===== config.mk =====
export PLATFORM = sky130hd
export DESIGN_NAME = vec_unit
export DESIGN_NICKNAME = d
export VERILOG_FILES = /design/src/vec_isa_pkg.sv /design/src/vec_lane_pkg.sv /design/src/vec_dispatcher.sv /design/src/vec_lane.sv /design/src/vec_reducer.sv /design/src/vec_unit.sv
export VERILOG_INCLUDE_DIRS = /design/src
export SDC_FILE = /design/constraint.sdc
export NUM_CORES = 2
export LEC_CHECK = 0
export BUFFER_PORTS_ARGS = -buffer_cell sky130_fd_sc_hd__buf_2
export CORE_MARGIN = 2
export CORE_UTILIZATION = 40
export CTS_BUF_LIST = sky130_fd_sc_hd__clkbuf_16
export DETAILED_ROUTE_END_ITERATION = 8
export PLACE_DENSITY = 0.53
export SLEW_MARGIN = 10
export SYNTH_ARGS = -nofsm -noshare
export SYNTH_HDL_FRONTEND = slang
export SYNTH_HIERARCHICAL = 1
export SYNTH_SLANG_ARGS = --single-unit

===== constraint.sdc =====
create_clock -name clk_i -period 7.11 [get_ports clk_i]
set_clock_uncertainty 0.05 [all_clocks]
set_input_delay 0.3555 -clock clk_i [delete_from_list [all_inputs] [get_ports clk_i]]
set_output_delay 0.3555 -clock clk_i [all_outputs]
set_load 0.01 [all_outputs]

===== src/vec_config.svh =====
// Compile-time sizes of the vector unit, included by both packages and by the RTL that needs them
`ifndef VEC_CONFIG_SVH
`define VEC_CONFIG_SVH

////////////////////////////////////////
// Array shape
////////////////////////////////////////

// Number of lanes, a power of two
`define VEC_NR_LANES 4

// Width of one element and of the scalar operand
`define VEC_ELEM_W 32

// Vector registers, each lane holds one element of every register
`define VEC_NR_VREGS 8

////////////////////////////////////////
// Flow control
////////////////////////////////////////

// Response FIFO depth
// The dispatcher never lets more instructions than this into the array
`define VEC_RESP_CREDITS 4

`endif


===== src/vec_isa_pkg.sv =====
// Instruction and response types on the host channels, imported by the dispatcher, lanes and reducer
`include "vec_config.svh"

package vec_isa_pkg;

  // One vector element
  // Also used for the scalar operand and the reduced result
  typedef logic [`VEC_ELEM_W-1:0] elem_t;

  // Vector register number
  typedef logic [$clog2(`VEC_NR_VREGS)-1:0] vreg_idx_t;

  // Supported operations
  typedef enum logic [1:0] {
    OP_SPLAT  = 2'd0,  // vd gets scalar plus lane number
    OP_VADD   = 2'd1,
    OP_VXOR   = 2'd2,
    OP_REDSUM = 2'd3   // adds up vs1 over all lanes without a write
  } vec_op_e;

  ////////////////////////////////////////
  // Host channels
  ////////////////////////////////////////

  // Request from the host
  typedef struct packed {
    vec_op_e   op;
    vreg_idx_t vd;
    vreg_idx_t vs1;
    vreg_idx_t vs2;
    elem_t     scalar;
  } vec_req_t;

  // One response per instruction, in request order
  typedef struct packed {
    vreg_idx_t vd;
    elem_t     result;
  } vec_resp_t;

endpackage : vec_isa_pkg


===== src/vec_lane_pkg.sv =====
// Types passed between dispatcher, lanes and reducer inside the vector array
`include "vec_config.svh"

package vec_lane_pkg;

  // Position of a lane in the array
  typedef logic [$clog2(`VEC_NR_LANES)-1:0] lane_id_t;

  ////////////////////////////////////////
  // Broadcast and result
  ////////////////////////////////////////

  // Copy of the accepted request as every lane sees it
  typedef struct packed {
    vec_isa_pkg::vec_op_e   op;
    vec_isa_pkg::vreg_idx_t vd;
    vec_isa_pkg::vreg_idx_t vs1;
    vec_isa_pkg::vreg_idx_t vs2;
    vec_isa_pkg::elem_t     scalar;
  } lane_req_t;

  // Element one lane hands to the adder tree
  // vd rides along so the response can echo it
  typedef struct packed {
    vec_isa_pkg::elem_t     elem;
    vec_isa_pkg::vreg_idx_t vd;
  } lane_res_t;

endpackage : vec_lane_pkg


===== src/vec_dispatcher.sv =====
// Front end of the vector unit, takes host requests under credit control and feeds all lanes
`include "vec_config.svh"

module vec_dispatcher (
  // Clock and reset
  input  logic                    clk_i,
  input  logic                    arst_n_i,
  // Host request channel
  input  vec_isa_pkg::vec_req_t   req_i,
  input  logic                    req_valid_i,
  output logic                    req_ready_o,
  // Broadcast to the lanes
  output vec_lane_pkg::lane_req_t lane_req_o,
  output logic                    lane_req_valid_o,
  // Pop of the response FIFO
  input  logic                    credit_return_i
);

  localparam int unsigned CREDITS = `VEC_RESP_CREDITS;
  localparam int unsigned CNT_W   = $clog2(CREDITS + 1);

  ////////////////////////////////////////
  // Credit counter
  ////////////////////////////////////////

  // Instructions in lanes, adder tree or response FIFO
  logic [CNT_W-1:0] outstanding_q;
  logic             accept;

  assign req_ready_o = (outstanding_q != CNT_W'(CREDITS));
  assign accept      = req_valid_i & req_ready_o;

  always_ff @(posedge clk_i or negedge arst_n_i) begin
    if (!arst_n_i) begin
      outstanding_q <= '0;
    end else begin
      case ({accept, credit_return_i})
        2'b10:   outstanding_q <= outstanding_q + 1'b1;
        2'b01:   outstanding_q <= outstanding_q - 1'b1;
        default: outstanding_q <= outstanding_q;
      endcase
    end
  end

  ////////////////////////////////////////
  // Broadcast register
  ////////////////////////////////////////

  always_ff @(posedge clk_i or negedge arst_n_i) begin
    if (!arst_n_i) begin
      lane_req_valid_o <= 1'b0;
    end else begin
      lane_req_valid_o <= accept;
    end
  end

  // Lanes always accept, so the copy lives for one cycle only
  always_ff @(posedge clk_i) begin
    if (accept) begin
      lane_req_o.op     <= req_i.op;
      lane_req_o.vd     <= req_i.vd;
      lane_req_o.vs1    <= req_i.vs1;
      lane_req_o.vs2    <= req_i.vs2;
      lane_req_o.scalar <= req_i.scalar;
    end
  end

  // Returned credits and accepted requests must balance
  a_credit_bound: assert property (@(posedge clk_i) disable iff (!arst_n_i)
    outstanding_q <= CNT_W'(CREDITS))
    else $error("vec_dispatcher: more instructions in flight than credits");

  a_credit_underflow: assert property (@(posedge clk_i) disable iff (!arst_n_i)
    credit_return_i |-> (outstanding_q != '0))
    else $error("vec_dispatcher: credit returned with nothing in flight");

endmodule : vec_dispatcher


===== src/vec_lane.sv =====
// One vector lane, holds its element of every register and executes the broadcast operation
`include "vec_config.svh"

module vec_lane (
  // Clock and reset
  input  logic                    clk_i,
  input  logic                    arst_n_i,
  // Position in the array
  input  vec_lane_pkg::lane_id_t  lane_id_i,
  // From the dispatcher
  input  vec_lane_pkg::lane_req_t lane_req_i,
  input  logic                    lane_req_valid_i,
  // To the reducer
  output vec_lane_pkg::lane_res_t lane_res_o,
  output logic                    lane_res_valid_o
);

  import vec_isa_pkg::*;

  localparam int unsigned NR_VREGS = `VEC_NR_VREGS;

  ////////////////////////////////////////
  // Register file slice
  ////////////////////////////////////////

  elem_t vrf_q [NR_VREGS];
  elem_t op_a;
  elem_t op_b;
  elem_t elem_d;
  logic  wr_en;

  assign op_a = vrf_q[lane_req_i.vs1];
  assign op_b = vrf_q[lane_req_i.vs2];

  // Elementwise execute
  always_comb begin
    case (lane_req_i.op)
      OP_SPLAT:  elem_d = lane_req_i.scalar + elem_t'(lane_id_i);
      OP_VADD:   elem_d = op_a + op_b;
      OP_VXOR:   elem_d = op_a ^ op_b;
      OP_REDSUM: elem_d = op_a;
      default:   elem_d = '0;
    endcase
  end

  // Reductions only read
  assign wr_en = lane_req_valid_i && (lane_req_i.op != OP_REDSUM);

  always_ff @(posedge clk_i or negedge arst_n_i) begin
    if (!arst_n_i) begin
      for (int i = 0; i < NR_VREGS; i++) begin
        vrf_q[i] <= '0;
      end
    end else if (wr_en) begin
      vrf_q[lane_req_i.vd] <= elem_d;
    end
  end

  ////////////////////////////////////////
  // Result register
  ////////////////////////////////////////

  always_ff @(posedge clk_i or negedge arst_n_i) begin
    if (!arst_n_i) begin
      lane_res_valid_o <= 1'b0;
    end else begin
      lane_res_valid_o <= lane_req_valid_i;
    end
  end

  always_ff @(posedge clk_i) begin
    if (lane_req_valid_i) begin
      lane_res_o.elem <= elem_d;
      lane_res_o.vd   <= lane_req_i.vd;
    end
  end

  // Broadcast from the dispatcher must carry a defined opcode
  a_known_op: assert property (@(posedge clk_i) disable iff (!arst_n_i)
    lane_req_valid_i |-> !$isunknown(lane_req_i.op))
    else $error("vec_lane: unknown opcode on a valid request");

endmodule : vec_lane


===== src/vec_reducer.sv =====
// Back end of the vector unit, sums the lane elements and queues one response per instruction
`include "vec_config.svh"

module vec_reducer (
  // Clock and reset
  input  logic                    clk_i,
  input  logic                    arst_n_i,
  // From the lanes, in lockstep
  input  vec_lane_pkg::lane_res_t lane_res_i [`VEC_NR_LANES],
  input  logic                    lane_res_valid_i,
  // Host response channel
  output vec_isa_pkg::vec_resp_t  resp_o,
  output logic                    resp_valid_o,
  input  logic                    resp_ready_i,
  // To the dispatcher
  output logic                    credit_return_o
);

  import vec_isa_pkg::*;

  localparam int unsigned NR_LANES = `VEC_NR_LANES;
  localparam int unsigned NR_PAIRS = NR_LANES / 2;
  localparam int unsigned DEPTH    = `VEC_RESP_CREDITS;
  localparam int unsigned PTR_W    = (DEPTH > 1) ? $clog2(DEPTH) : 1;
  localparam int unsigned CNT_W    = $clog2(DEPTH + 1);

  ////////////////////////////////////////
  // Adder tree
  ////////////////////////////////////////

  // First stage adds neighbouring lanes
  elem_t     pair_q [NR_PAIRS];
  vreg_idx_t s1_vd_q;
  logic      s1_valid_q;
  elem_t     tree_sum;

  always_ff @(posedge clk_i or negedge arst_n_i) begin
    if (!arst_n_i) begin
      s1_valid_q <= 1'b0;
    end else begin
      s1_valid_q <= lane_res_valid_i;
    end
  end

  always_ff @(posedge clk_i) begin
    if (lane_res_valid_i) begin
      for (int p = 0; p < NR_PAIRS; p++) begin
        pair_q[p] <= lane_res_i[2*p].elem + lane_res_i[2*p+1].elem;
      end
      s1_vd_q <= lane_res_i[0].vd;
    end
  end

  // Second stage folds the pair sums, registered by the FIFO write
  always_comb begin
    tree_sum = '0;
    for (int p = 0; p < NR_PAIRS; p++) begin
      tree_sum = tree_sum + pair_q[p];
    end
  end

  ////////////////////////////////////////
  // Response FIFO
  ////////////////////////////////////////

  vec_resp_t        fifo_q [DEPTH];
  logic [PTR_W-1:0] wr_ptr_q;
  logic [PTR_W-1:0] rd_ptr_q;
  logic [CNT_W-1:0] count_q;
  logic             push;
  logic             pop;

  function automatic logic [PTR_W-1:0] ptr_inc(input logic [PTR_W-1:0] ptr);
    return (ptr == PTR_W'(DEPTH - 1)) ? '0 : ptr + 1'b1;
  endfunction

  assign push            = s1_valid_q;
  assign pop             = resp_valid_o & resp_ready_i;
  assign resp_valid_o    = (count_q != '0);
  assign resp_o          = fifo_q[rd_ptr_q];
  // Every response frees one slot in the array
  assign credit_return_o = pop;

  always_ff @(posedge clk_i or negedge arst_n_i) begin
    if (!arst_n_i) begin
      wr_ptr_q <= '0;
      rd_ptr_q <= '0;
      count_q  <= '0;
    end else begin
      if (push) begin
        wr_ptr_q <= ptr_inc(wr_ptr_q);
      end
      if (pop) begin
        rd_ptr_q <= ptr_inc(rd_ptr_q);
      end
      case ({push, pop})
        2'b10:   count_q <= count_q + 1'b1;
        2'b01:   count_q <= count_q - 1'b1;
        default: count_q <= count_q;
      endcase
    end
  end

  always_ff @(posedge clk_i) begin
    if (push) begin
      fifo_q[wr_ptr_q].vd     <= s1_vd_q;
      fifo_q[wr_ptr_q].result <= tree_sum;
    end
  end

  // Dispatcher credits keep the FIFO from overflowing
  a_no_overflow: assert property (@(posedge clk_i) disable iff (!arst_n_i)
    push |-> (count_q != CNT_W'(DEPTH)))
    else $error("vec_reducer: push into a full response FIFO");

endmodule : vec_reducer


===== src/vec_unit.sv =====
// Top of the vector coprocessor, ties dispatcher, lane array and reducer to the host channels
`include "vec_config.svh"

module vec_unit (
  // Clock and reset
  input  logic                   clk_i,
  input  logic                   arst_n_i,
  // Host request channel
  input  vec_isa_pkg::vec_req_t  req_i,
  input  logic                   req_valid_i,
  output logic                   req_ready_o,
  // Host response channel
  output vec_isa_pkg::vec_resp_t resp_o,
  output logic                   resp_valid_o,
  input  logic                   resp_ready_i
);

  import vec_lane_pkg::*;

  localparam int unsigned NR_LANES = `VEC_NR_LANES;

  lane_req_t           lane_req;
  logic                lane_req_valid;
  lane_res_t           lane_res [NR_LANES];
  logic                lane_res_valid;
  logic                credit_return;

  ////////////////////////////////////////
  // Dispatcher
  ////////////////////////////////////////

  vec_dispatcher u_dispatcher (
    .clk_i            (clk_i         ),
    .arst_n_i         (arst_n_i      ),
    .req_i            (req_i         ),
    .req_valid_i      (req_valid_i   ),
    .req_ready_o      (req_ready_o   ),
    .lane_req_o       (lane_req      ),
    .lane_req_valid_o (lane_req_valid),
    .credit_return_i  (credit_return )
  );

  ////////////////////////////////////////
  // Lanes
  ////////////////////////////////////////

  // Lanes move in lockstep, so only lane 0 reports a valid
  for (genvar i = 0; i < NR_LANES; i++) begin : gen_lanes
    if (i == 0) begin : gen_lead
      vec_lane u_lane (
        .clk_i            (clk_i         ),
        .arst_n_i         (arst_n_i      ),
        .lane_id_i        (lane_id_t'(i) ),
        .lane_req_i       (lane_req      ),
        .lane_req_valid_i (lane_req_valid),
        .lane_res_o       (lane_res[i]   ),
        .lane_res_valid_o (lane_res_valid)
      );
    end else begin : gen_follow
      vec_lane u_lane (
        .clk_i            (clk_i         ),
        .arst_n_i         (arst_n_i      ),
        .lane_id_i        (lane_id_t'(i) ),
        .lane_req_i       (lane_req      ),
        .lane_req_valid_i (lane_req_valid),
        .lane_res_o       (lane_res[i]   ),
        .lane_res_valid_o (              )
      );
    end
  end : gen_lanes

  // Reducer trusts lane 0 for all lanes
  vec_reducer u_reducer (
    .clk_i            (clk_i         ),
    .arst_n_i         (arst_n_i      ),
    .lane_res_i       (lane_res      ),
    .lane_res_valid_i (lane_res_valid),
    .resp_o           (resp_o        ),
    .resp_valid_o     (resp_valid_o  ),
    .resp_ready_i     (resp_ready_i  ),
    .credit_return_o  (credit_return )
  );

  if (NR_LANES < 2 || NR_LANES != 2 ** $clog2(NR_LANES)) begin : gen_lane_check
    $error("vec_unit: the lane count must be a power of two and at least two");
  end

endmodule : vec_unit


== Word-level counts from Yosys, hierarchy flattened ==
Memories as Yosys holds them, arrays and structs flattened.
Cells that the tools add are included.

* Memories kept: 2
* Output and inout port bits: 37
* Bits of input ports: 47
* Bits in registers: 1,214
* Logic and storage cells: 140
* RAM bits: 204

{| class="wikitable"
|+ Memory list
! memory !! words !! bits a word !! rd ports !! clocked after memory_dff !! write ports !! RTL line !! text
|-
| u_reducer.fifo_q || 4 || 35 || 1 || 0 || 1 || vec_reducer.sv:66 || <nowiki>vec_resp_t fifo_q [DEPTH];</nowiki>
|-
| u_reducer.pair_q || 2 || 32 || 2 || 0 || 2 || vec_reducer.sv:32 || <nowiki>elem_t pair_q [NR_PAIRS];</nowiki>
|}

* Bitwise operators: 9
* Reduce and logical (&&, ||, !) cells: 6
* $lt $le $gt $ge: 4
* $add $sub $neg: 16
* Multiplexer cells: 42
* Equal/unequal tests: 11

{| class="wikitable"
|+ Operators by type and width
! cell !! count
|-
| 256-bit bitwise mux || 4
|-
| 32-bit binary-select mux with 3-bit select || 8
|-
| 32-bit 2-to-1 mux || 17
|-
| 32-bit case mux with 4 select lines || 4
|-
| 32-bit adder || 7
|-
| 32-bit bitwise XOR || 4
|-
| 32-bit demux with 3-bit select || 1
|-
| 32-bit by 2-bit adder with 32-bit output, second input constant || 2
|-
| 32-bit by 1-bit adder with 32-bit output, second input constant || 1
|-
| 2-bit == test, second input constant || 6
|-
| 4-bit greater-or-equal comparator, second input constant || 3
|-
| 3-bit NOT with 4-bit output || 3
|-
| 3-bit case mux with 2 select lines || 2
|-
| 3-bit by 1-bit adder with 3-bit output, second input constant || 2
|-
| 2-bit by 1-bit == test with 1-bit output, second input constant || 3
|-
| 3-bit by 1-bit subtractor with 3-bit output, second input constant || 2
|-
| 2-bit by 1-bit adder with 2-bit output, second input constant || 2
|-
| 4-bit by 1-bit less-than comparator with 1-bit output, second input constant || 1
|-
| 1-bit 2-to-1 mux || 4
|-
| 2-bit 2-to-1 mux || 2
|-
| 2-bit nonzero test || 2
|-
| 3-bit inequality test, second input constant || 1
|-
| 3-bit nonzero test || 1
|-
| 1-bit bitwise AND || 2
|-
| 3 further kinds || 4
|}

== Longest topological paths before layout ==
* Depth after elaboration: 7
* Mapped depth: 18
* Mapped depth without buffers: 14

== Hierarchy ==
Netlist, hierarchy kept.

{| class="wikitable"
|+ Modules (own cells, without submodules)
! module !! area an instance (um^2) !! cells each !! instances !! sequential area each (um^2)
|-
| vec_lane at gen_lanes[0].gen_lead.u_lane ... || 17,755.8 || 1,552 || 2 || 7,482.2
|-
| vec_lane at gen_lanes[2].gen_follow.u_lane || 17,895.9 || 1,589 || 1 || 7,482.2
|-
| vec_lane at gen_lanes[3].gen_follow.u_lane || 17,733.3 || 1,536 || 1 || 7,482.2
|-
| vec_reducer || 12,458.2 || 1,008 || 1 || 6,416.2
|-
| vec_dispatcher || 1,483.9 || 57 || 1 || 1,391.3
|-
| vec_unit || 7.5 || 2 || 1 || 0.0
|}

== Least setup slack after synthesis ==
No wires, ideal clock.

* Path kind: reg2reg
* Start point: reg u_dispatcher.lane_req_valid_o
* End point: reg gen_lanes[2].gen_follow.u_lane/vrf_q[11] in the netlist's numbering
* Stages on the path, launching flop included: 7
* Clock period less this slack: 5.522 ns
* Slack: 1.588 ns
* Required time: 6.995 ns
* Data arrival time: 5.406 ns
* Setup time: 0.065 ns
* Path through: dfrtp_1 -> nand3_1 -> nor2_1 -> clkbuf_1 -> clkbuf_1 -> nand2_1 -> nand2_1

* Word-level cells in the longest chain between the ends: 1

{| class="wikitable"
|+ Ends and longest elaborated chain
! what !! RTL line !! text
|-
| start, declared || vec_dispatcher.sv:14 || <nowiki>output logic lane_req_valid_o,</nowiki>
|-
| start signal, assigned || vec_dispatcher.sv:53 || <nowiki>lane_req_valid_o <= accept;</nowiki>
|-
| 1-bit logical AND || vec_lane.sv:47 || <nowiki>assign wr_en = lane_req_valid_i && (lane_req_i.op != OP_REDSUM);</nowiki>
|-
| end signal, assigned by index || vec_lane.sv:55 || <nowiki>vrf_q[lane_req_i.vd] <= elem_d;</nowiki>
|-
| end, declared || vec_lane.sv:26 || <nowiki>elem_t vrf_q [NR_VREGS];</nowiki>
|}

No other way between the ends.
A chain may end at the register's enable or synchronous reset.

== Worst setup path after layout ==
* Start point: reg u_dispatcher/lane_req_o[35] in the netlist's numbering
* End point: reg gen_lanes[0].gen_lead.u_lane/vrf_q[242] in the netlist's numbering

* Word-level cells in the longest chain between the ends: 7

{| class="wikitable"
|+ Ends and longest elaborated chain
! what !! RTL line !! text
|-
| start, declared || vec_dispatcher.sv:13 || <nowiki>output vec_lane_pkg::lane_req_t lane_req_o,</nowiki>
|-
| 3-bit NOT with 4-bit output (not written as such) * || vec_lane.sv:32 || <nowiki>assign op_a = vrf_q[lane_req_i.vs1];</nowiki>
|-
| 32-bit binary-select mux with 3-bit select * || vec_lane.sv:32 ||
|-
| 32-bit 2-to-1 mux (not written as such) * (2 in a row) || vec_lane.sv:32 ||
|-
| 32-bit adder / 32-bit bitwise XOR (equally long branches) || vec_lane.sv:39, vec_lane.sv:40 ||
|-
| 32-bit case mux with 4 select lines * || vec_lane.sv:37 || <nowiki>case (lane_req_i.op)</nowiki>
|-
| net gen_lanes[0].gen_lead.u_lane.elem_d[18] || vec_lane.sv:29 || <nowiki>elem_t elem_d;</nowiki>
|-
| 256-bit bitwise mux * || vec_lane.sv:55 ||
|-
| end signal, assigned by index || vec_lane.sv:55 ||
|-
| end, declared || vec_lane.sv:26 ||
|}

The timed path passes the listed nets; every way through them passes the cells marked *. The select of a mux whose other input is x is not followed.

==> flow_metrics.tcl <==
set metrics [dict create \
    finalCritPeriodShare_pct 84.8 \
    cts_resized 0 \
    area_growth_pct 11.7 \
    hp-class "in -> async" \
    gp_congestion 0.928 \
    start_util_pct 40.4 \
    cts_root_buf "clkbuf_16" \
    h-tree-depth 4 \
    syn_area_mm2 0.0847 \
    reg2reg_depth 14 \
    cts_tree "done" \
    drc_errors 0 \
    die_y_um 464 \
    clk_pin_slew_ps 60 \
    critical_path_class "reg -> reg" \
    die_x_um 464 \
    nets 7615 \
    synth_area_per_cell_um2 11.6 \
    io_pins 84 \
    drv_slew 0 \
    start_kind "flop" \
    synth_cells 7284 \
    numCtsBuffers 165 \
    port_buffers 83 \
    track_usage_pct 25.9 \
    tightest_slew_ps 1330 \
    dr.pass1.iters 6 \
    grt_pass1_vias 61384 \
    fin_crit_ps 6030 \
    fillCellCount 19190 \
    critPathRequiredTime_ps 7800 \
    layout-drive-gt1-share_pct 25.8 \
    fmax_ghz 0.166 \
    wl_per_cell_um 27.4 \
    reg2reg_to "gen_lanes[0].gen_lead.u_lane/vrf_q[242]" \
    ant_nets 0 \
    yosysWarningCount 6 \
    overflow 0 \
    postCtsSetupRepairBufs 0 \
    status "finished, final reports clean" \
    dr.first_iter.drc_count 5685 \
    r2r_slack_ps 1080 \
    setup_viol 0 \
    cp_max_fo 22 \
    worst_slew_margin_rel_pct 10.5 \
    cts.sinks 1418 \
    clockBufferDepth 3 \
    drv_cap 0 \
    endpoint_kind "flop" \
    cp.arrival_ps 6720 \
    vias_per_cell 6.00 \
    core_area_mm2 0.210 \
    grt_pass1_wl_um 417000 \
    setup_tns_ps 0 \
    hold_viol 0 \
    grt_max_degree 163 \
    rows 168 \
    hpwl_um 187000 \
    rsz0062_at_grt "false" \
    rr_startpoint "u_dispatcher/lane_req_o[35]" \
    num_vias 61639 \
    die_area_mm2 0.216 \
    drt-total-wl_um 282000 \
    clock_latency_ps 840 \
    antenna_found_initial 19 \
]
worst max-delay path, cell delays in order (launching register included):
cell      delay (ps)
edfxtp_1        1100
buf_4            570
mux4_2           560
mux2_2           290
ha_1             230
fa_1             440
a211oi_1         460
o211ai_1         210
a41oi_1          430
o21bai_1         150
a21oi_1          300
o31ai_1          130
xnor2_1          150
a221oi_2         590
mux2_2           280
per-layer routing:
layer / vias up / track usage [%] / wire length (um)
li1: 27117 / - / -
met1: 31927 / 35.3 / 119000
met2: 2114 / 41.9 / 133000
met4: 4 / 10.3 / 12300
met3: 477 / 3.65 / 17800
met5: - / 0.334 / 115
through the flow:
step	hold WS (ps)	cell area [um^2]	util (%)	cells	setup WS [ps]
after floorplan	9.91	84800	-	7294	1850
after global placement	354	88800	42.3	9915	1180
after detailed placement	362	88800	42.3	9915	1140
after CTS	111	94600	45.1	10269	1100
after global routing	148	94600	45.1	10270	779
final	111	94600	45.1	10274	1080
worst max-delay path by stage:
stage                                        startpoint                                       end  slack [ps]  cells past startpoint
final                       u_dispatcher/lane_req_o[35]   gen_lanes[0].gen_lead.u_lane/vrf_q[242]        1080                     14
after global routing        u_dispatcher/lane_req_o[35]   gen_lanes[0].gen_lead.u_lane/vrf_q[210]         780                     14
after CTS                   u_dispatcher/lane_req_o[35]   gen_lanes[0].gen_lead.u_lane/vrf_q[242]        1100                     14
after detailed placement    u_dispatcher/lane_req_o[35]   gen_lanes[0].gen_lead.u_lane/vrf_q[242]        1140                     14
after global placement      u_dispatcher/lane_req_o[35]   gen_lanes[0].gen_lead.u_lane/vrf_q[178]        1180                     14
after floorplan           u_dispatcher/lane_req_valid_o  gen_lanes[2].gen_follow.u_lane/vrf_q[11]        1850                      6
state kept, by name (all words and copies together) (netlist names), 2 cells and up:
name / flops
gen_lanes.gen_follow.u_lane/lane_res_o: 96
gen_lanes.gen_follow.u_lane/vrf_q: 768
gen_lanes.gen_lead.u_lane/lane_res_o: 35
gen_lanes.gen_lead.u_lane/vrf_q: 256
u_dispatcher/lane_req_o: 43
u_dispatcher/outstanding_q: 3
u_reducer/count_q: 3
u_reducer/fifo_q: 140
u_reducer/pair_q: 64
u_reducer/rd_ptr_q: 2
u_reducer/s1_vd_q: 3
u_reducer/wr_ptr_q: 2
layout make-up:
class,instances,area [um^2],share of cell area (%)
inverter,131,492,0.520
timing repair buffer,311,2620,2.76
multi-input combinational,5296,45200,47.8
clock inverter,141,1200,1.27
clock buffer,167,4180,4.42
antenna,5,12.5,0.0132
sequential,1418,37400,39.5
tap,2805,3510,3.71
layout by cell type (no fill, tap or decap), types with 27 or more instances in the layout:
cell type / instances
buf_4: 153
a21oi_1: 238
edfxtp_1: 381
mux2_2: 661
o21bai_1: 31
xor2_1: 96
nand2b_1: 27
clkinv_1: 28
buf_2: 82
clkinv_2: 27
a21o_1: 112
mux4_2: 607
nand3_1: 102
a211oi_1: 38
xnor2_1: 177
clkbuf_16: 167
nor3_1: 56
o21ai_0: 355
nand2_1: 1467
nand4_1: 57
o21ai_1: 31
o21a_1: 31
dfrtp_1: 1034
nor2_1: 262
inv_1: 175
buf_12: 29
ha_1: 232
o31ai_1: 61
nor2b_1: 28
mux2i_1: 58
dlygate4sd3_1: 46
and3_1: 56
o211ai_1: 40
what timing repair did:
item / CTS / global route
hold buffers: 46 / 0
hold endpoints to repair: 124 / 0
setup endpoints to repair: 0 / 0
Power is not shown: default switching activity piles up to over one toggle a cycle in this logic, so the estimate is an artifact.
